[src/sata_pkg.sv]
// SATA device package with shared widths, primitive and FIS codes, and phy states
package sata_pkg;

  // Line and stack transfer unit
  typedef logic [31:0] dword_t;

  typedef logic [47:0] lba_t;
  typedef logic [15:0] sector_count_t;
  typedef logic [7:0]  ata_cmd_t;
  typedef logic [7:0]  ata_status_t;

  // Out-of-band phy sequence
  typedef enum logic [2:0] {
    WAIT_RESET, SEND_INIT, WAIT_WAKE, SEND_WAKE, SEND_ALIGN, READY
  } oob_state_t;

  // Primitives, always sent with the k flag set
  localparam dword_t PRIM_ALIGN = 32'h7B4A_4ABC;
  localparam dword_t PRIM_SYNC  = 32'hB5B5_957C;
  localparam dword_t PRIM_SOF   = 32'h3737_B57C;
  localparam dword_t PRIM_EOF   = 32'hD5D5_B57C;
  localparam dword_t PRIM_R_OK  = 32'h3535_B57C;
  localparam dword_t PRIM_R_ERR = 32'h5656_B57C;

  // Register FIS types and length
  localparam logic [7:0]  FIS_H2D_REG    = 8'h27;
  localparam logic [7:0]  FIS_D2H_REG    = 8'h34;
  localparam int unsigned REG_FIS_DWORDS = 5;

  // Seed of the running XOR check word
  localparam dword_t CHECK_SEED = 32'h5232_5032;

endpackage

[src/hd_phy_oob.sv]
// Device phy that answers the host OOB reset and wake bursts, then aligns
`timescale 1ns/1ps

module hd_phy_oob import sata_pkg::*; #(
  parameter int OOB_BURST = 4
) (
  input  logic       clk,
  input  logic       rst_n,
  input  dword_t     rx_din,
  input  logic       rx_is_k,
  input  logic       comm_reset_detect,
  input  logic       comm_wake_detect,
  output dword_t     tx_dout,
  output logic       tx_is_k,
  output logic       tx_comm_reset,
  output logic       tx_comm_wake,
  output logic       phy_ready,
  output oob_state_t oob_state
);

  localparam int CNT_W = $clog2(OOB_BURST + 1);

  oob_state_t       state;
  logic [CNT_W-1:0] burst_cnt;
  logic             burst_done;
  logic             align_seen;

  assign burst_done = (burst_cnt == CNT_W'(OOB_BURST - 1));
  assign align_seen = rx_is_k && (rx_din == PRIM_ALIGN);

  always_ff @(posedge clk or negedge rst_n) begin
    if (!rst_n) begin
      state     <= WAIT_RESET;
      burst_cnt <= '0;
    end else begin
      // Counter only runs inside a burst state
      burst_cnt <= '0;
      case (state)
        SEND_INIT: begin
          burst_cnt <= burst_cnt + 1'b1;
          if (burst_done) state <= WAIT_WAKE;
        end
        SEND_WAKE: begin
          burst_cnt <= burst_cnt + 1'b1;
          if (burst_done) state <= SEND_ALIGN;
        end
        WAIT_WAKE: begin
          if (comm_reset_detect) state <= SEND_INIT;
          else if (comm_wake_detect) state <= SEND_WAKE;
        end
        SEND_ALIGN: begin
          if (comm_reset_detect) state <= SEND_INIT;
          else if (align_seen) state <= READY;
        end
        // Host reset restarts the whole exchange
        default: if (comm_reset_detect) state <= SEND_INIT;
      endcase
    end
  end

  assign tx_comm_reset = (state == SEND_INIT);
  assign tx_comm_wake  = (state == SEND_WAKE);
  assign phy_ready     = (state == READY);
  assign oob_state     = state;
  assign tx_dout       = (state == SEND_ALIGN) ? PRIM_ALIGN : '0;
  assign tx_is_k       = (state == SEND_ALIGN);

  // A comm burst only ends once the counter has run its full length
  a_burst_full: assert property (
    @(posedge clk) disable iff (!rst_n)
      $fell(tx_comm_reset) || $fell(tx_comm_wake) |-> $past(burst_done));

endmodule

[src/link_rx.sv]
// Link receiver that frames host dwords, forwards payload and checks the XOR word
`timescale 1ns/1ps

module link_rx import sata_pkg::*; (
  input  logic   clk,
  input  logic   rst_n,
  input  logic   phy_ready,
  input  dword_t rx_din,
  input  logic   rx_is_k,
  output logic   pay_valid,
  output dword_t pay_data,
  output logic   frame_done,
  output logic   frame_good
);

  typedef enum logic {RX_IDLE, RX_FRAME} rx_state_t;

  rx_state_t state;
  logic      held_valid;
  dword_t    held_data;
  dword_t    check;
  logic      is_sof;
  logic      is_eof;
  logic      data_in;

  assign is_sof  = rx_is_k && (rx_din == PRIM_SOF);
  assign is_eof  = rx_is_k && (rx_din == PRIM_EOF);
  assign data_in = phy_ready && (state == RX_FRAME) && !rx_is_k;

  always_ff @(posedge clk or negedge rst_n) begin
    if (!rst_n) begin
      state      <= RX_IDLE;
      held_valid <= 1'b0;
      check      <= '0;
      pay_valid  <= 1'b0;
      frame_done <= 1'b0;
      frame_good <= 1'b0;
    end else begin
      pay_valid  <= 1'b0;
      frame_done <= 1'b0;
      if (!phy_ready) begin
        state      <= RX_IDLE;
        held_valid <= 1'b0;
      end else if (is_sof) begin
        state      <= RX_FRAME;
        held_valid <= 1'b0;
        check      <= CHECK_SEED;
      end else if (is_eof && state == RX_FRAME) begin
        // Held dword is the check word here
        state      <= RX_IDLE;
        held_valid <= 1'b0;
        frame_done <= 1'b1;
        frame_good <= held_valid && (held_data == check);
      end else if (data_in) begin
        if (held_valid) begin
          pay_valid <= 1'b1;
          check     <= check ^ held_data;
        end
        held_valid <= 1'b1;
      end
    end
  end

  // One dword of delay keeps the check word off the payload port
  always_ff @(posedge clk) begin
    if (data_in) begin
      held_data <= rx_din;
      pay_data  <= held_data;
    end
  end

endmodule

[src/link_tx.sv]
// Link transmitter for SYNC, R_OK/R_ERR answers and outgoing device frames
`timescale 1ns/1ps

module link_tx import sata_pkg::*; (
  input  logic   clk,
  input  logic   rst_n,
  input  logic   phy_ready,
  input  logic   frame_done,
  input  logic   frame_good,
  input  logic   d2h_valid,
  input  dword_t d2h_data,
  input  logic   d2h_last,
  output logic   d2h_ready,
  output dword_t tx_dout,
  output logic   tx_is_k
);

  typedef enum logic [2:0] {
    TX_IDLE, TX_STATUS, TX_SOF, TX_DATA, TX_CHECK, TX_EOF
  } tx_state_t;

  tx_state_t state;
  logic      stat_pending;
  logic      stat_good;
  logic      stat_send_good;
  dword_t    check;

  always_ff @(posedge clk or negedge rst_n) begin
    if (!rst_n) begin
      state          <= TX_IDLE;
      stat_pending   <= 1'b0;
      stat_good      <= 1'b0;
      stat_send_good <= 1'b0;
      check          <= '0;
    end else if (!phy_ready) begin
      state        <= TX_IDLE;
      stat_pending <= 1'b0;
    end else begin
      // A new result wins over clearing the old one
      if (frame_done) begin
        stat_pending <= 1'b1;
        stat_good    <= frame_good;
      end else if (state == TX_IDLE && stat_pending) begin
        stat_pending <= 1'b0;
      end
      case (state)
        TX_IDLE: begin
          if (stat_pending) begin
            state          <= TX_STATUS;
            stat_send_good <= stat_good;
          end else if (d2h_valid) begin
            state <= TX_SOF;
          end
        end
        TX_STATUS: state <= TX_IDLE;
        TX_SOF: begin
          state <= TX_DATA;
          check <= CHECK_SEED;
        end
        TX_DATA: begin
          if (d2h_valid) begin
            check <= check ^ d2h_data;
            if (d2h_last) state <= TX_CHECK;
          end
        end
        TX_CHECK: state <= TX_EOF;
        default:  state <= TX_IDLE;
      endcase
    end
  end

  assign d2h_ready = (state == TX_DATA);

  always_comb begin
    tx_is_k = 1'b1;
    tx_dout = PRIM_SYNC;
    case (state)
      TX_STATUS: tx_dout = stat_send_good ? PRIM_R_OK : PRIM_R_ERR;
      TX_SOF:    tx_dout = PRIM_SOF;
      TX_EOF:    tx_dout = PRIM_EOF;
      TX_CHECK: begin
        tx_dout = check;
        tx_is_k = 1'b0;
      end
      TX_DATA: begin
        // Idle gap inside a frame shows as SYNC
        if (d2h_valid) begin
          tx_dout = d2h_data;
          tx_is_k = 1'b0;
        end
      end
      default: tx_dout = PRIM_SYNC;
    endcase
  end

  // Outgoing words hold still until the sequencer takes them
  a_d2h_hold: assert property (
    @(posedge clk) disable iff (!rst_n) d2h_valid && !d2h_ready |=>
      d2h_valid && $stable(d2h_data) && $stable(d2h_last));

endmodule

[src/h2d_fis_decoder.sv]
// Transport decoder that turns a good H2D register FIS into a held command
`timescale 1ns/1ps

module h2d_fis_decoder import sata_pkg::*; (
  input  logic          clk,
  input  logic          rst_n,
  input  logic          pay_valid,
  input  dword_t        pay_data,
  input  logic          frame_done,
  input  logic          frame_good,
  input  logic          cmd_ready,
  output logic          cmd_valid,
  output ata_cmd_t      h2d_command,
  output lba_t          h2d_lba,
  output sector_count_t h2d_sector_count
);

  logic [2:0]    word_cnt;
  logic [7:0]    stage_type;
  logic          stage_cmd_bit;
  ata_cmd_t      stage_command;
  lba_t          stage_lba;
  sector_count_t stage_count;
  logic          commit;

  assign commit = frame_done && frame_good && !cmd_valid &&
                  (word_cnt == 3'(REG_FIS_DWORDS)) &&
                  (stage_type == FIS_H2D_REG) && stage_cmd_bit;

  always_ff @(posedge clk or negedge rst_n) begin
    if (!rst_n) begin
      word_cnt  <= '0;
      cmd_valid <= 1'b0;
    end else begin
      // Saturates one past a register FIS so long frames fail the length test
      if (frame_done) word_cnt <= '0;
      else if (pay_valid && word_cnt != 3'(REG_FIS_DWORDS + 1)) word_cnt <= word_cnt + 1'b1;
      if (commit) cmd_valid <= 1'b1;
      else if (cmd_ready) cmd_valid <= 1'b0;
    end
  end

  always_ff @(posedge clk) begin
    if (pay_valid) begin
      case (word_cnt)
        3'd0: begin
          stage_type    <= pay_data[7:0];
          stage_cmd_bit <= pay_data[15];
          stage_command <= pay_data[23:16];
        end
        3'd1:    stage_lba[23:0]  <= pay_data[23:0];
        3'd2:    stage_lba[47:24] <= pay_data[23:0];
        3'd3:    stage_count      <= pay_data[15:0];
        default: ;
      endcase
    end
    if (commit) begin
      h2d_command      <= stage_command;
      h2d_lba          <= stage_lba;
      h2d_sector_count <= stage_count;
    end
  end

  a_cmd_stable: assert property (
    @(posedge clk) disable iff (!rst_n) cmd_valid && !cmd_ready |=>
      cmd_valid && $stable(h2d_command) && $stable(h2d_lba) && $stable(h2d_sector_count));

endmodule

[src/hd_command_layer.sv]
// Command layer that takes the drive handshake and builds the D2H register FIS
`timescale 1ns/1ps

module hd_command_layer import sata_pkg::*; (
  input  logic          clk,
  input  logic          rst_n,
  input  logic          cmd_valid,
  input  lba_t          h2d_lba,
  input  sector_count_t h2d_sector_count,
  input  logic          cmd_ready,
  input  ata_status_t   d2h_status,
  input  logic          d2h_ready,
  output logic          d2h_valid,
  output dword_t        d2h_data,
  output logic          d2h_last
);

  logic          busy;
  logic [2:0]    word_idx;
  ata_status_t   cap_status;
  lba_t          cap_lba;
  sector_count_t cap_count;

  always_ff @(posedge clk or negedge rst_n) begin
    if (!rst_n) begin
      busy     <= 1'b0;
      word_idx <= '0;
    end else if (!busy) begin
      // A handshake during a reply is not captured
      if (cmd_valid && cmd_ready) begin
        busy     <= 1'b1;
        word_idx <= '0;
      end
    end else if (d2h_ready) begin
      if (d2h_last) busy <= 1'b0;
      else word_idx <= word_idx + 1'b1;
    end
  end

  always_ff @(posedge clk) begin
    if (!busy && cmd_valid && cmd_ready) begin
      cap_status <= d2h_status;
      cap_lba    <= h2d_lba;
      cap_count  <= h2d_sector_count;
    end
  end

  assign d2h_valid = busy;
  assign d2h_last  = (word_idx == 3'(REG_FIS_DWORDS - 1));

  // Interrupt bit always set, error byte zero
  always_comb begin
    case (word_idx)
      3'd0:    d2h_data = {8'h00, cap_status, 2'b01, 6'b000000, FIS_D2H_REG};
      3'd1:    d2h_data = {8'h00, cap_lba[23:0]};
      3'd2:    d2h_data = {8'h00, cap_lba[47:24]};
      3'd3:    d2h_data = {16'h0000, cap_count};
      default: d2h_data = '0;
    endcase
  end

endmodule

[src/faux_sata_hd.sv]
// Faux SATA drive top with phy, link, transport and command layers
`timescale 1ns/1ps

module faux_sata_hd import sata_pkg::*; #(
  parameter int OOB_BURST = 4
) (
  input  logic          clk,
  input  logic          rst_n,
  input  dword_t        rx_din,
  input  logic          rx_is_k,
  input  logic          comm_reset_detect,
  input  logic          comm_wake_detect,
  output dword_t        tx_dout,
  output logic          tx_is_k,
  output logic          tx_comm_reset,
  output logic          tx_comm_wake,
  output logic          phy_ready,
  output oob_state_t    oob_state,
  output logic          cmd_valid,
  output ata_cmd_t      h2d_command,
  output lba_t          h2d_lba,
  output sector_count_t h2d_sector_count,
  input  logic          cmd_ready,
  input  ata_status_t   d2h_status
);

  dword_t phy_tx_dout;
  logic   phy_tx_is_k;
  dword_t ll_tx_dout;
  logic   ll_tx_is_k;
  logic   pay_valid;
  dword_t pay_data;
  logic   frame_done;
  logic   frame_good;
  logic   d2h_valid;
  dword_t d2h_data;
  logic   d2h_last;
  logic   d2h_ready;

  hd_phy_oob #(.OOB_BURST(OOB_BURST)) u_phy (
    .clk, .rst_n, .rx_din, .rx_is_k, .comm_reset_detect, .comm_wake_detect,
    .tx_dout(phy_tx_dout), .tx_is_k(phy_tx_is_k),
    .tx_comm_reset, .tx_comm_wake, .phy_ready, .oob_state
  );

  link_rx u_link_rx (
    .clk, .rst_n, .phy_ready, .rx_din, .rx_is_k,
    .pay_valid, .pay_data, .frame_done, .frame_good
  );

  link_tx u_link_tx (
    .clk, .rst_n, .phy_ready, .frame_done, .frame_good,
    .d2h_valid, .d2h_data, .d2h_last, .d2h_ready,
    .tx_dout(ll_tx_dout), .tx_is_k(ll_tx_is_k)
  );

  h2d_fis_decoder u_decoder (
    .clk, .rst_n, .pay_valid, .pay_data, .frame_done, .frame_good, .cmd_ready,
    .cmd_valid, .h2d_command, .h2d_lba, .h2d_sector_count
  );

  hd_command_layer u_cmd (
    .clk, .rst_n, .cmd_valid, .h2d_lba, .h2d_sector_count, .cmd_ready,
    .d2h_status, .d2h_ready, .d2h_valid, .d2h_data, .d2h_last
  );

  // Phy owns the line until alignment completes
  assign tx_dout = phy_ready ? ll_tx_dout : phy_tx_dout;
  assign tx_is_k = phy_ready ? ll_tx_is_k : phy_tx_is_k;

endmodule

[config.mk]
export PLATFORM = sky130hd
export DESIGN_NAME = faux_sata_hd
export DESIGN_NICKNAME = d
export VERILOG_FILES = /design/src/sata_pkg.sv /design/src/hd_phy_oob.sv /design/src/link_rx.sv /design/src/link_tx.sv /design/src/h2d_fis_decoder.sv /design/src/hd_command_layer.sv /design/src/faux_sata_hd.sv
export SDC_FILE = /design/constraint.sdc
export NUM_CORES = 1
export LEC_CHECK = 0
export BUFFER_PORTS_ARGS = -buffer_cell sky130_fd_sc_hd__buf_2
export CELL_PAD_IN_SITES_DETAIL_PLACEMENT = 1
export CELL_PAD_IN_SITES_GLOBAL_PLACEMENT = 2
export CORE_UTILIZATION = 40
export CTS_BUF_LIST = sky130_fd_sc_hd__clkbuf_2
export DETAILED_ROUTE_END_ITERATION = 6
export GPL_ROUTABILITY_DRIVEN = 1
export GPL_TIMING_DRIVEN = 0
export PLACE_DENSITY_LB_ADDON = 0.1
export SKIP_CTS_REPAIR_TIMING = 1
export SLEW_MARGIN = 40
export SYNTH_ARGS = -nofsm -noshare
export SYNTH_HDL_FRONTEND = slang
export SYNTH_HIERARCHICAL = 1
export SYNTH_SLANG_ARGS = --single-unit
[constraint.sdc]
create_clock -name clk -period 5.3 [get_ports clk]
set_input_delay 0.53 -clock clk [delete_from_list [all_inputs] [get_ports clk]]
set_output_delay 0.53 -clock clk [all_outputs]
set_load 0.02 [all_outputs]
# ---- Word level (Yosys, flattened, before mapping)
# Index checks and enable logic that the tools add are counted.
dict set report word_totals {
  output_inout_bits 112
  register_bits 370
}
dict set report op_classes {
  n_reduce_logical 43
  add_sub_neg 3
  n_mux 60
  eq_ne 39
  bitwise_logic 3
}
# cell count
set ops {}
lappend ops {{two-way mux 32 bit} 7}
lappend ops {{one-hot mux 32 bit (5 select lines)} 1}
lappend ops {{one-hot mux 24 bit (4 select lines)} 1}
lappend ops {{one-hot mux 32 bit (2 select lines)} 1}
lappend ops {{XOR 32 bit} 2}
lappend ops {{two-way mux 31 bit} 2}
lappend ops {{two-way mux 3 bit} 19}
lappend ops {{== test 32 x 30 -> 1 bit, second input constant} 1}
lappend ops {{== test 32 x 31 -> 1 bit, second input constant} 1}
lappend ops {{== test 32 bit} 1}
lappend ops {{== test 32 bit, second input constant} 1}
lappend ops {{== test 3 x 2 -> 1 bit, second input constant} 9}
lappend ops {{two-way mux 1 bit} 26}
lappend ops {{one-hot mux 3 bit (4 select lines)} 2}
lappend ops {{== test 3 bit, second input constant} 6}
lappend ops {{logical AND 1 bit} 17}
lappend ops {{AND reduction 3 bit} 5}
lappend ops {{== test 3 x 1 -> 1 bit, second input constant} 4}
lappend ops {{nonzero test 2 bit} 6}
lappend ops {{AND reduction 2 bit} 5}
lappend ops {{adder 3 x 1 -> 3 bit, second input constant} 3}
lappend ops {{logical NOT 3 bit} 3}
lappend ops {{inequality test 3 bit, second input constant} 3}
lappend ops {{== test 8 x 6 -> 1 bit, second input constant} 1}
lappend ops {{13 further kinds} 21}

# ---- Logic depth before layout (Yosys ltp)
# Gate-level depths: netlist of the first run.
dict set report depth {
  depth_word 7
  ltp_mapped 10
  depth_no_buf 9
}

# ---- Cells and area by module
# Netlist of the first run, hierarchy kept.
# module instances seq_area_each_um2 cells_per_inst area_per_inst_um2
set by_module_without_submodules {}
lappend by_module_without_submodules {h2d_fis_decoder 1 4694.5 185 4902.2}
lappend by_module_without_submodules {link_rx 1 2847.7 288 4057.6}
lappend by_module_without_submodules {hd_command_layer 1 2262.2 174 2910.3}
lappend by_module_without_submodules {link_tx 1 950.9 298 2552.4}
lappend by_module_without_submodules {hd_phy_oob 1 150.1 76 653.1}
lappend by_module_without_submodules {faux_sata_hd 1 0.0 37 555.5}

# ---- Least setup slack after synthesis of the first run
# OpenSTA, ideal clock, no wires.
dict set report synth_timing {
  path_kind {flip-flop to flip-flop}
  startpoint {register u_decoder.stage_type[4]}
  endpoint {register u_decoder.h2d_command[0] (enable)}
  t_arrival_ns 4.796
  stages_incl_launch_ff 3
  setup_slack_ns -0.041
  setup_ns 0.544
  period_less_slack_ns 5.341
  t_required_ns 4.756
  path_cell_list {edfxtp_1 > or4b_1 > nor4_2}
}
dict set report synth_between {
  elab_chain_cells 3
}
# element line_no
set synth_rtl {}
lappend synth_rtl {{start: declaration} h2d_fis_decoder.sv:19} ;# logic [7:0] stage_type;
lappend synth_rtl {{start signal: assignment} h2d_fis_decoder.sv:47} ;# stage_type <= pay_data[7:0];
lappend synth_rtl {{== test 8 x 6 -> 1 bit} h2d_fis_decoder.sv:28} ;# (stage_type == FIS_H2D_REG) && stage_cmd_bit;
lappend synth_rtl {{logical AND 1 bit} h2d_fis_decoder.sv:27} ;# (word_cnt == 3'(REG_FIS_DWORDS)) &&
lappend synth_rtl {{logical AND 1 bit} h2d_fis_decoder.sv:28}
lappend synth_rtl {{via u_decoder.commit} h2d_fis_decoder.sv:24} ;# logic commit;
lappend synth_rtl {{end signal: assignment} h2d_fis_decoder.sv:58} ;# h2d_command <= stage_command;
lappend synth_rtl {{end: declaration} h2d_fis_decoder.sv:13} ;# output ata_cmd_t h2d_command,
# The timed path passes the listed nets, and every way through them passes these cells.
# A chain may end at the register's enable or synchronous reset.

# ---- Worst setup path after layout of the first run
dict set report layout_timing {
  startpoint {register u_cmd.word_idx[2]}
  endpoint {output tx_dout[3]}
}
dict set report layout_between {
  elab_chain_cells 5
}
# element line_no
set layout_rtl {}
lappend layout_rtl {{start: declaration} hd_command_layer.sv:19} ;# logic [2:0] word_idx;
lappend layout_rtl {{start signal: assignment} hd_command_layer.sv:36} ;# else word_idx <= word_idx + 1'b1;
lappend layout_rtl {{== test 3 x 2 -> 1 bit (tied with other cells)} hd_command_layer.sv:53} ;# case (word_idx)
lappend layout_rtl {{one-hot mux 24 bit (4 select lines) *} hd_command_layer.sv:53}
lappend layout_rtl {{via d2h_data[3]} faux_sata_hd.sv:36} ;# dword_t d2h_data;
lappend layout_rtl {{two-way mux 32 bit *} link_tx.sv:87} ;# if (d2h_valid) begin
lappend layout_rtl {{one-hot mux 32 bit (5 select lines) *} link_tx.sv:77} ;# case (state)
lappend layout_rtl {{via ll_tx_dout[3]} faux_sata_hd.sv:29} ;# dword_t ll_tx_dout;
lappend layout_rtl {{two-way mux 32 bit *} faux_sata_hd.sv:68} ;# assign tx_dout = phy_ready ? ll_tx_dout : phy_tx_dout;
lappend layout_rtl {{end: declaration} faux_sata_hd.sv:13} ;# output dword_t tx_dout,
# The timed path passes the listed nets; every way through them passes the cells marked *.

==> impl_results.md, run 1 <==
* Status: finished clean
* CTS tree: yes
* Critical path buffers and inverters at 5
* Fin area at about 19,000 um2
* Std-Cell Rows at 71
* Final wirelength at between 40,000 and 50,000 um
* Shortest period the worst path allows at 4360 ps
* Clock buffer count from CTS at 96
* Final Hold Vio Count at 0
* Die X at between 150 and 200 um
* Overall Global Routing Usage at roughly a fifth
* # DRC at 0
* Startpoint types: register
* Final ANT Viol Nets at 0
* Met2 Wirelength at 21,300 um
* Avg Inst Size Synth at ~15 um2
* Pwr Density at 301 nW/um2
* Reg clk slew, reported paths at 100 ps
* Max-slew violations at 0
* Initial antenna violation count at 2
* Warnings, synthesis at 6
* Peak supply drop at approximately 170 uV
* Clk root buf: clkbuf_2
* Critical Path RT at 4770 ps
* Worst path cell trace: inv_1 > ha_1 > clkbuf_1 > a222oi_1 > inv_1 > inv_1 > a21oi_1 > a211o_1 > mux2_4 > buf_2
* R2R Setup Slk at 2080 ps
* Met1 WL at ~16,000 um
* Max-Cap Viols at 0
* Clk_lat worst skew at 910 ps
* Via count at between 9,000 and 10,000
* Hpwl dp at between 20,000 and 30,000 um
* Fmax at between 200 and 250 MHz
* Cells on worst reg2reg path at 8
* Clk sinks at 370
* Final setup viols at 0
* Vias in the first global route at just over 10,000
* Top fanout value on the critical path at 10
* Worst hold stages at 5
* Placed inst area at 17,100 um2
* RR Startpoint: u_phy/oob_state[1]$_DFFE_PN0P_
* Full die area at between 30,000 and 40,000 um2
* First-pass DRT Iterations at 5
* Post-Syn Area at about 15,000 um2
* Worst path depth at 10
* R2r endpoint: u_link_rx/check[25]$_DFFE_PN0P_
* DR WL met3 at about 1400 um
* Critical Path Sink: tx_dout[3]
* Critical path's slowest cell: a222oi_1
* Layout cell share with drive strength beyond 1 at 31.3%
* Die H at 198 um
* DR WL/cell at about 20 um
* Slew headroom at between 40% and 50%
* H-tree lvl count at 3
* 1st-iter DRT viols at 419
* Nets at 1,442
* Core area at between 30,000 and 40,000 um2
* CP top delay family: compound AO/OA/AOI/OAI gates
* Period utilization at a little over 80%
* PnR Total Power at roughly 5.6 mW
* RSZ-0062 raised after global routing: no
* Crit-path max cell delay at slightly below 600 ps
* Arr. time, crit path at 3830 ps
* Global-route wire length before repair at between 60,000 and 70,000 um
* P_leak at approximately 7.5 nW
* CTS Buffer Depth at 3
* PortBufs at 157
* Post-synthesis cell count at 1,050
* Initial Util at about 41%
* Area Growth Syn to Fin at 20.3%
* Worst setup path startpoint: u_cmd/word_idx[2]$_DFFE_PN0P_
* Setup TNS at 0 ps
* Setup crit end kind: primary output
* Actual slew at the worst max-slew pin at between 700 and 800 ps
* Remaining Overflow, GRT at 0
* Most Frequent Cell on Critical Path: inv_1
* Type of the worst setup path: register to primary output
* Final setup skew at 64.0 ps
* Placer Congestion at between 0.8 and 0.9
* I/O Pins at around 160
* Vias per Instance at about 5.0
* Top Metal Used: met4
* Pin count of the biggest net entering global routing at 64
* Min-Delay Path Class: input port to register
[layout make-up]
| class | instances | area, um2 |
|---|---|---|
| antenna | 2 | 5.00 |
| fill | 3934 | 19200 |
| multi-input combinational | 576 | 4110 |
| tap | 511 | 639 |
| clock inverter | 29 | 170 |
| clock buffer | 152 | 761 |
| buffer | 88 | 594 |
| inverter | 37 | 139 |
| sequential | 370 | 10700 |
| timing repair buffer | 215 | 1430 |
[worst min-delay path by stage]
| stage | start | end | slack [ps] |
|---|---|---|---|
| floorplan | rst_n | u_cmd/d2h_valid$_DFF_PN0_ | 230 |
| finish | comm_wake_detect | u_phy/oob_state[0]$_DFFE_PN0P_ | 120 |
| CTS | rst_n | u_link_tx/check[7]$_DFFE_PN0P_ | -690 |
| global route | rx_is_k | u_phy/oob_state[0]$_DFFE_PN0P_ | 70 |
| global placement | u_decoder/stage_count[5]$_DFFE_PP_ | u_decoder/h2d_sector_count[5]$_DFFE_PP_ | 400 |
| detailed placement | rst_n | u_link_tx/check[11]$_DFFE_PN0P_ | 410 |
[per-layer routing]
| metal | track usage, % | vias to the layer above |
|---|---|---|
| met1 | 24.0 | 4897 |
| met2 | 37.2 | 227 |
| met5 | 0 | - |
| met4 | 8.70 | 0 |
| li1 | - | 4662 |
| met3 | 4.04 | 78 |
[power by group]
| group | internal (mW) | switching, mW | total [mW] | leakage (nW) |
|---|---|---|---|---|
| Clock | 0.857 | 1.15 | 2.00 | 0.721 |
| Combinational | 0.206 | 0.242 | 0.447 | 3.06 |
| Sequential | 3.11 | 0.0192 | 3.12 | 3.73 |
| Total | 4.17 | 1.41 | 5.58 | 7.51 |
[stage by stage]
step | hold slack, ps | worst slack, ps | utilization, % | cells
floorplan | 234 | 1320 | - | 1071
finish | 119 | 940 | 49.0 | 1980
global placement | 401 | -302 | 44.8 | 1739
global route | 74.1 | 652 | 49.0 | 1980
detailed placement | 405 | 1860 | 45.4 | 1752
CTS | -690 | 787 | 47.8 | 1933
[worst reg2reg max path, cell delays in order (launching register included)]
cell,delay (ps)
dfrtp_1,480
nand2b_1,270
nor2_4,470
and3b_4,640
nand2_1,240
inv_1,210
buf_1,470
a21oi_1,160
a21oi_1,170
[cell usage in the layout, fill, tap and decap left out, types with 30 or more instances in the layout]
| cell | instances |
|---|---|
| a21oi_1 | 53 |
| buf_2 | 169 |
| buf_4 | 53 |
| clkbuf_2 | 152 |
| dfrtp_1 | 89 |
| dlygate4sd3_1 | 45 |
| edfxtp_1 | 281 |
| inv_1 | 36 |
| mux2_4 | 30 |
| nand2_1 | 50 |
| nand3_1 | 33 |
| nand4b_1 | 38 |
| o21ai_0 | 45 |
| or3_1 | 32 |
[registers in the layout, summed over array words and instances (netlist names), 3 cells and up]
register                    flops
u_link_rx/pay_data             24
u_decoder/word_cnt              3
u_cmd/word_idx                  3
u_cmd/cap_lba                  48
u_link_tx/check                32
u_link_tx/state                 3
u_decoder/stage_command         8
u_link_rx/held_data            32
u_decoder/stage_lba            48
u_decoder/h2d_sector_count     16
u_decoder/stage_type            8
u_decoder/stage_count          16
u_link_rx/check                32
u_decoder/h2d_lba              48
u_cmd/cap_status                8
u_cmd/cap_count                16
u_phy/burst_cnt                 3
u_phy/oob_state                 3
u_decoder/h2d_command           8
Power figures use the tool's default switching activity.
==> inputs of run 2 (changes only) <==
CORE_UTILIZATION = 44   (was 40)
clock period = 4.4 ns   (was 5.3 ns; I/O delays follow)
==> impl_results.md, run 2 (same netlist as run 1, synthesis figures left out) <==
* Worst hold stages at 2 (-3)
* Met2 GRT Util at 40.5% (+3.3 points)
* Full die area at 35,700 um2 (-9.0%)
* Vias in the first global route at 10,373 (+0.077%)
* Cells on worst reg2reg path at 8 (unchanged)
* Max-Cap Viols at 0 (unchanged)
* Area Growth Syn to Fin at 19.6%
* Pwr Density at 359 nW/um2 (+19%)
* Remaining Overflow, GRT at 0 (unchanged)
* Placed inst area at 17,100 um2 (-0.42%)
* Setup TNS at 0 ps (unchanged)
* Hold Worst Slack at 200 ps (+80.9 ps)
* First-pass DRT Iterations at 5 (unchanged)
* Net switching power at 1.69 mW (+20%)
* Peak supply drop at 226 uV (+34%)
* Reg clk slew, reported paths at 100 ps (about the same)
* Min-Delay Path Class: input port to register
* Hold Crit Start: rx_is_k
* Int Power at 4.92 mW (+18%)
* Hold EP: u_link_rx/held_data[29]$_DFFE_PP_
* RSZ-0062 raised after global routing: no
* RR Startpoint: u_phy/oob_state[1]$_DFFE_PN0P_
* CTS tree: yes
* Global-route wire length before repair at 60,000 um (-0.29%)
* Clk sinks at 370 (unchanged)
* Placed Instances at 1,696 (-3.2%)
* GR Util met1 at 25.6% (+1.6 points)
* Initial Util at 44.7% (+3.9 points)
* Status: finished clean
* Final worst slack at 445 ps (-495 ps)
* Arr. time, crit path at 3520 ps (-310 ps)
* Period utilization at around 90%
* Nets at 1,440 (-0.14%)
* Grt met3 use at 4.93% (+0.89 points)
* P_leak at 7.46 nW (-0.67%)
* Fin util at 53.4% (+4.4 points)
* Startpoint types: register
* Clock share of power at 34.9% (-1.0 points)
* Pre-CTS setup slack at 1000 ps (-861 ps)
* Actual slew at the worst max-slew pin at 827 ps (+31.3 ps)
* Fin area at 18,400 um2 (-0.53%)
* R2R Setup Slk at 1020 ps (-1060 ps)
* Hpwl dp at 28,500 um (-0.41%)
* Fmax at about 250 MHz
* Max-slew violations at 0 (unchanged)
* Die H at 189 um (-4.6%)
* Final setup skew at 56.3 ps (-7.70 ps)
* Slew headroom at 44.8% (-1.7 points)
* Switching Share at 25.5% (+0.26 points)
* Commonest cells after routing, fill and taps aside: edfxtp_1, buf_2, clkbuf_2
* Final Hold Vio Count at 0 (unchanged)
* Type of the worst setup path: register to primary output
* Setup crit end kind: primary output
* Final cell count without fillers at 1,916 (-3.2%)
* Clock buffer count from CTS at 93 (-3.1%)
* Clk root buf: clkbuf_2
* Final wirelength at 40,000 um (-0.49%)
* Critical Path RT at 3960 ps (-810 ps)
* # DRC at 0 (unchanged)
* Shortest period the worst path allows at around 4000 ps
* Final setup viols at 0 (unchanged)
* R2r endpoint: u_link_rx/check[6]$_DFFE_PN0P_
* Pin count of the biggest net entering global routing at 64 (unchanged)
* Layout cell share with drive strength beyond 1 at 30.8% (-0.45 points)
* Placer Congestion at 0.847 (+5.1%)
* CTS Buffer Depth at 3 (unchanged)
* Std-Cell Rows at 68 (-4.2%)
* Comb pwr share at 8.2% (+0.2 points)
* H-tree lvl count at 3 (unchanged)
* Overall Global Routing Usage at 22.6% (+1.9 points)
* Grt peak-use layer: met2
* Commonest non-fill, non-tap cell in the layout: edfxtp_1
* Via count at 9,977 (+1.1%)
* PnR Total Power at 6.61 mW (+19%)
* Initial antenna violation count at 1 (-1)
* Seq pwr share at 56.9% (+0.9 points)
* DR WL/cell at 20.9 um (+2.8%)
* Vias per Instance at 5.21 (+4.5%)
* PortBufs at 157 (unchanged)
* Clk_lat worst skew at 910 ps (about the same)
* Core area at 34,500 um2 (-8.7%)
* Top flop regs: u_cmd/cap_lba: 48 flops, u_decoder/h2d_lba: 48 flops, u_decoder/stage_lba: 48 flops
* I/O Pins at 158 (unchanged)
* 1st-iter DRT viols at 539 (+29%)
* Final ANT Viol Nets at 0 (unchanged)
* Top fanout value on the critical path at 10 (unchanged)
* Die X at 189 um (-4.6%)
[run 2: changes by cell type in the layout (fill, tap and decap cells not counted), moves of 2 or more]
cell        change
clkbuf_2       -10
clkinv_2        -5
clkinv_4        +3
clkinv_1        +2
clkinvlp_4      +2
[run 2: worst max-delay path, cell delays in order (launching register included)]
cell and delay, ps:
dfrtp_1 390, inv_1 110, ha_1 290, nor2b_2 200, buf_6 160, a222oi_1 490, inv_1 160, inv_1 90
a21oi_1 60, a211o_1 270, mux2_4 250, buf_2 160
[run 2: worst max-delay path by stage]
stage / startpoint / end / slack (ps) / depth (start not counted)
floorplan: u_phy/oob_state[1]$_DFFE_PN0P_ / u_link_rx/check[13]$_DFFE_PN0P_ / 420 / 8
global placement: u_phy/oob_state[1]$_DFFE_PN0P_ / u_link_rx/check[6]$_DFFE_PN0P_ / -1120 / 8
detailed placement: u_phy/oob_state[1]$_DFFE_PN0P_ / u_link_rx/check[6]$_DFFE_PN0P_ / 1000 / 8
CTS: u_cmd/word_idx[0]$_DFFE_PN0P_ / tx_dout[3] / -20 / 10
global route: u_cmd/word_idx[0]$_DFFE_PN0P_ / tx_dout[3] / 180 / 11
finish: u_cmd/word_idx[0]$_DFFE_PN0P_ / tx_dout[3] / 440 / 11
[run 2: cell type report]
type / instances / area [um2]
Antenna cell: 2 / 5.00
Buffer: 87 / 591
Clock buffer: 142 / 711
Clock inverter: 30 / 164
Fill cell: 3561 / 16000
Inverter: 37 / 139
Multi-Input combinational cell: 576 / 4110
Sequential cell: 370 / 10700
Tap cell: 455 / 569
Timing Repair Buffer: 217 / 1460
[run 2: power by group through the flow]
stage	clock network, mW	registers, mW	logic (mW)
4_1_cts	2.43	3.76	0.506
5_1_grt	2.60	3.77	0.584
3_5_place_dp	0	3.84	0.506
2_1_floorplan	0	3.85	0.323
3_3_place_gp	0	3.84	0.492
6_report	2.31	3.76	0.540
[run 2: metal layers]
| metal | wire length, um | share of wire (%) |
|---|---|---|
| met4 | 1300 | 3.2 |
| met2 | 21400 | 53 |
| met3 | 1790 | 4.5 |
| met5 | 0 | 0 |
| met1 | 15600 | 39 |
==> inputs of run 3 (changes only) <==
SETUP_SLACK_MARGIN = 0.3   (was unset)
SYNTH_HIERARCHICAL = unset   (was 1)
==> impl_results.md, run 3 <==
* Fin area at 16,600 um2 (-9.7%)
* Clock share of power at 36.8% (+1.9 points)
* 1st-iter DRT viols at 477 (-12%)
* Hold Crit Start: rx_is_k
* CTS tree: yes
* Top fanout value on the critical path at 10 (unchanged)
* Startpoint types: register
* Top FF cell, synth: edfxtp_1
* List of most frequent post-synthesis cells: edfxtp_1, dfrtp_1, nand2_1
* Seq pwr share at 57.8% (+0.9 points)
* Die X at 179 um (-5.5%)
* Die H at 179 um (-5.5%)
* Overall Global Routing Usage at 22.4% (-0.14 points)
* RSZ-0062 raised after global routing: yes
* Clk root buf: clkbuf_2
* Nets at 1,248 (-13%)
* Pre-CTS setup slack at 673 ps (-328 ps)
* Min-Delay Path Class: input port to register
* Area Growth Syn to Fin at 21.3%
* Full die area at 31,900 um2 (-11%)
* Placed inst area at 15,200 um2 (-11%)
* Critical Path RT at 3960 ps (about the same)
* First-pass DRT Iterations at 5 (unchanged)
* DR WL/cell at 21.3 um (+1.9%)
* Final setup viols at 0 (unchanged)
* Area contributors post-synth: edfxtp_1, dfrtp_1, xor2_1
* Post-synthesis cell count at 877 (-16%)
* Reg clk slew, reported paths at 100 ps (about the same)
* Arr. time, crit path at 3390 ps (-130 ps)
* Commonest non-fill, non-tap cell in the layout: edfxtp_1
* I/O Pins at 158 (unchanged)
* Final worst slack at 566 ps (+121 ps)
* Clock buffer count from CTS at 92 (-1.1%)
* P_leak at 6.60 nW (-11%)
* Status: finished clean
* Pwr Density at 388 nW/um2 (+8.0%)
* Crit-path max cell delay at 430 ps (-60 ps)
* Vias per Instance at 5.24 (+0.69%)
* Remaining Overflow, GRT at 0 (unchanged)
* Hpwl dp at 25,200 um (-12%)
* Hold EP: u_link_rx.held_valid$_DFFE_PN0P_
* Placer Congestion at 0.790 (-6.7%)
* Placed Instances at 1,443 (-15%)
* Commonest cells after routing, fill and taps aside: edfxtp_1, buf_2, clkbuf_2
* Slew headroom at 44.9% (+0.12 points)
* Synth async-reset ratio at 22.6%
* Initial Util at 44.7% (+0.063 points)
* Net switching power at 1.59 mW (-5.5%)
* Std-Cell Rows at 64 (-5.9%)
* Register area share after synthesis at approximately 76%
* Layout cell share with drive strength beyond 1 at 27.7% (-3.1 points)
* Final cell count without fillers at 1,664 (-13%)
* Syn nets at 935
* Global-route wire length before repair at 51,900 um (-14%)
* RR Startpoint: u_phy.oob_state[1]$_DFFE_PN0P_
* PnR Total Power at 6.45 mW (-2.4%)
* Shortest period the worst path allows at 3830 ps (-121 ps)
* Core area at 30,700 um2 (-11%)
* Actual slew at the worst max-slew pin at 826 ps (-0.928 ps)
* H-tree lvl count at 3 (unchanged)
* Post-synth EDFFs at between 200 and 300
* Avg Inst Size Synth at 15.6 um2 (+6.7%)
* Vias in the first global route at 8,881 (-14%)
* Setup crit end kind: primary output
* Clk_lat worst skew at 920 ps (about the same)
* Top cell type's share of synthesized area at 61.5%
* Final ANT Viol Nets at 0 (unchanged)
* R2r endpoint: u_link_rx.held_data[8]$_DFFE_PP_
* Final wirelength at 35,400 um (-11%)
* # DRC at 0 (unchanged)
* Max-slew violations at 0 (unchanged)
* Cells on worst reg2reg path at 5 (-3)
* Initial antenna violation count at 2 (+1)
* Comb pwr share at 5.3% (-2.9 points)
* R2R Setup Slk at 1580 ps (+560 ps)
* Critical path's slowest cell: dfrtp_1
* Final Hold Vio Count at 0 (unchanged)
* Max-Cap Viols at 0 (unchanged)
* Type of the worst setup path: register to primary output
* PortBufs at 157 (unchanged)
* Worst hold stages at 4 (+2)
* Post-Syn Area at 13,700 um2 (-11%)
* CTS Buffer Depth at 3 (unchanged)
* Final setup skew at 58.5 ps (+2.25 ps)
* Top flop regs: u_cmd.cap_lba: 48 flops, u_decoder.h2d_lba: 48 flops, u_decoder.stage_lba: 48 flops
* Register bit total from synthesis at between 300 and 400
* Hold Worst Slack at 116 ps (-84.0 ps)
* Int Power at 4.85 mW (-1.4%)
* Fmax at 261 MHz (+3.2%)
* Cell taking the most area after synthesis: edfxtp_1
* Warnings, synthesis at 0 (-6)
* Pin count of the biggest net entering global routing at 53 (-17%)
* Worst path cell trace: inv_1 > ha_1 > nor2b_1 > clkbuf_2 > clkbuf_4 > a221o_1 > nand2_1 > a31oi_1 > buf_2
* Cell variety after synth at 63
* Switching Share at 24.7% (-0.80 points)
* Clk sinks at 363 (-1.9%)
* Via count at 8,725 (-13%)
* Worst setup path startpoint: u_cmd.word_idx[1]$_DFFE_PN0P_
* Count leader, synth: edfxtp_1
* Period utilization at 87.1% (-2.8 points)
* Peak supply drop at 187 uV (-17%)
-- run 3: kinds of logic after synthesis --
family / synth area share (%)
multiplexers: 0.319
flip-flops: 76.5
XOR/XNOR: 3.13
AO/OA/AOI/OAI: 7.73
adder cells (fa/ha/maj): 1.09
buffers and inverters: 1.43
AND/OR/NAND/NOR: 9.82
-- run 3: worst max path at each step --
stage	slack [ps]	cells past startpoint	end
floorplan	800	3	u_decoder.h2d_command[0]$_DFFE_PP_
global placement	-380	3	u_decoder.h2d_lba[44]$_DFFE_PP_
detailed placement	670	10	tx_dout[13]
CTS	-380	10	tx_dout[13]
global route	300	9	tx_dout[3]
finish	570	9	tx_dout[3]
-- run 3: area by class of cell --
cell class,instances,area [um2]
fillers,3133,14000
flip-flops and latches,363,10500
multi-input cells,463,3080
repair buffers,219,1450
clock buffers,140,701
well taps,396,495
clock inverters,31,201
plain buffers,33,145
inverters,18,70.1
diodes,1,2.50
-- run 3: critical path, delay by kind of cell (launching register included) --
family	cells	cell delay, ps
fa+ha+maj	1	390
buf+inv	4	900
flops	1	430
simple gates	2	290
compound gates	2	480
-- run 3: power by group through the flow --
stage | logic, mW | clock network, mW | registers, mW
2_1_floorplan | 0.172 | 0 | 3.81
3_3_place_gp | 0.305 | 0 | 3.80
3_5_place_dp | 0.315 | 0 | 3.80
4_1_cts | 0.315 | 2.47 | 3.73
5_1_grt | 0.387 | 2.64 | 3.74
6_report | 0.345 | 2.37 | 3.73
-- run 3: per-stage QoR --
stage | TNS [ps] | util, %
global route | 0 | 54.2
floorplan | 0 | -
finish | 0 | 54.2
CTS | -2800 | 52.6
detailed placement | 0 | 49.6
global placement | -26860 | 49.0
-- run 3: per-layer routing --
| layer | up-vias | global-route usage [%] | part of all wire [%] |
|---|---|---|---|
| li1 | 4040 | - | - |
| met1 | 4356 | 27.3 | 41 |
| met2 | 269 | 38.0 | 51 |
| met3 | 60 | 4.86 | 4.8 |
| met4 | 0 | 10.5 | 3.1 |
| met5 | - | 0 | 0 |
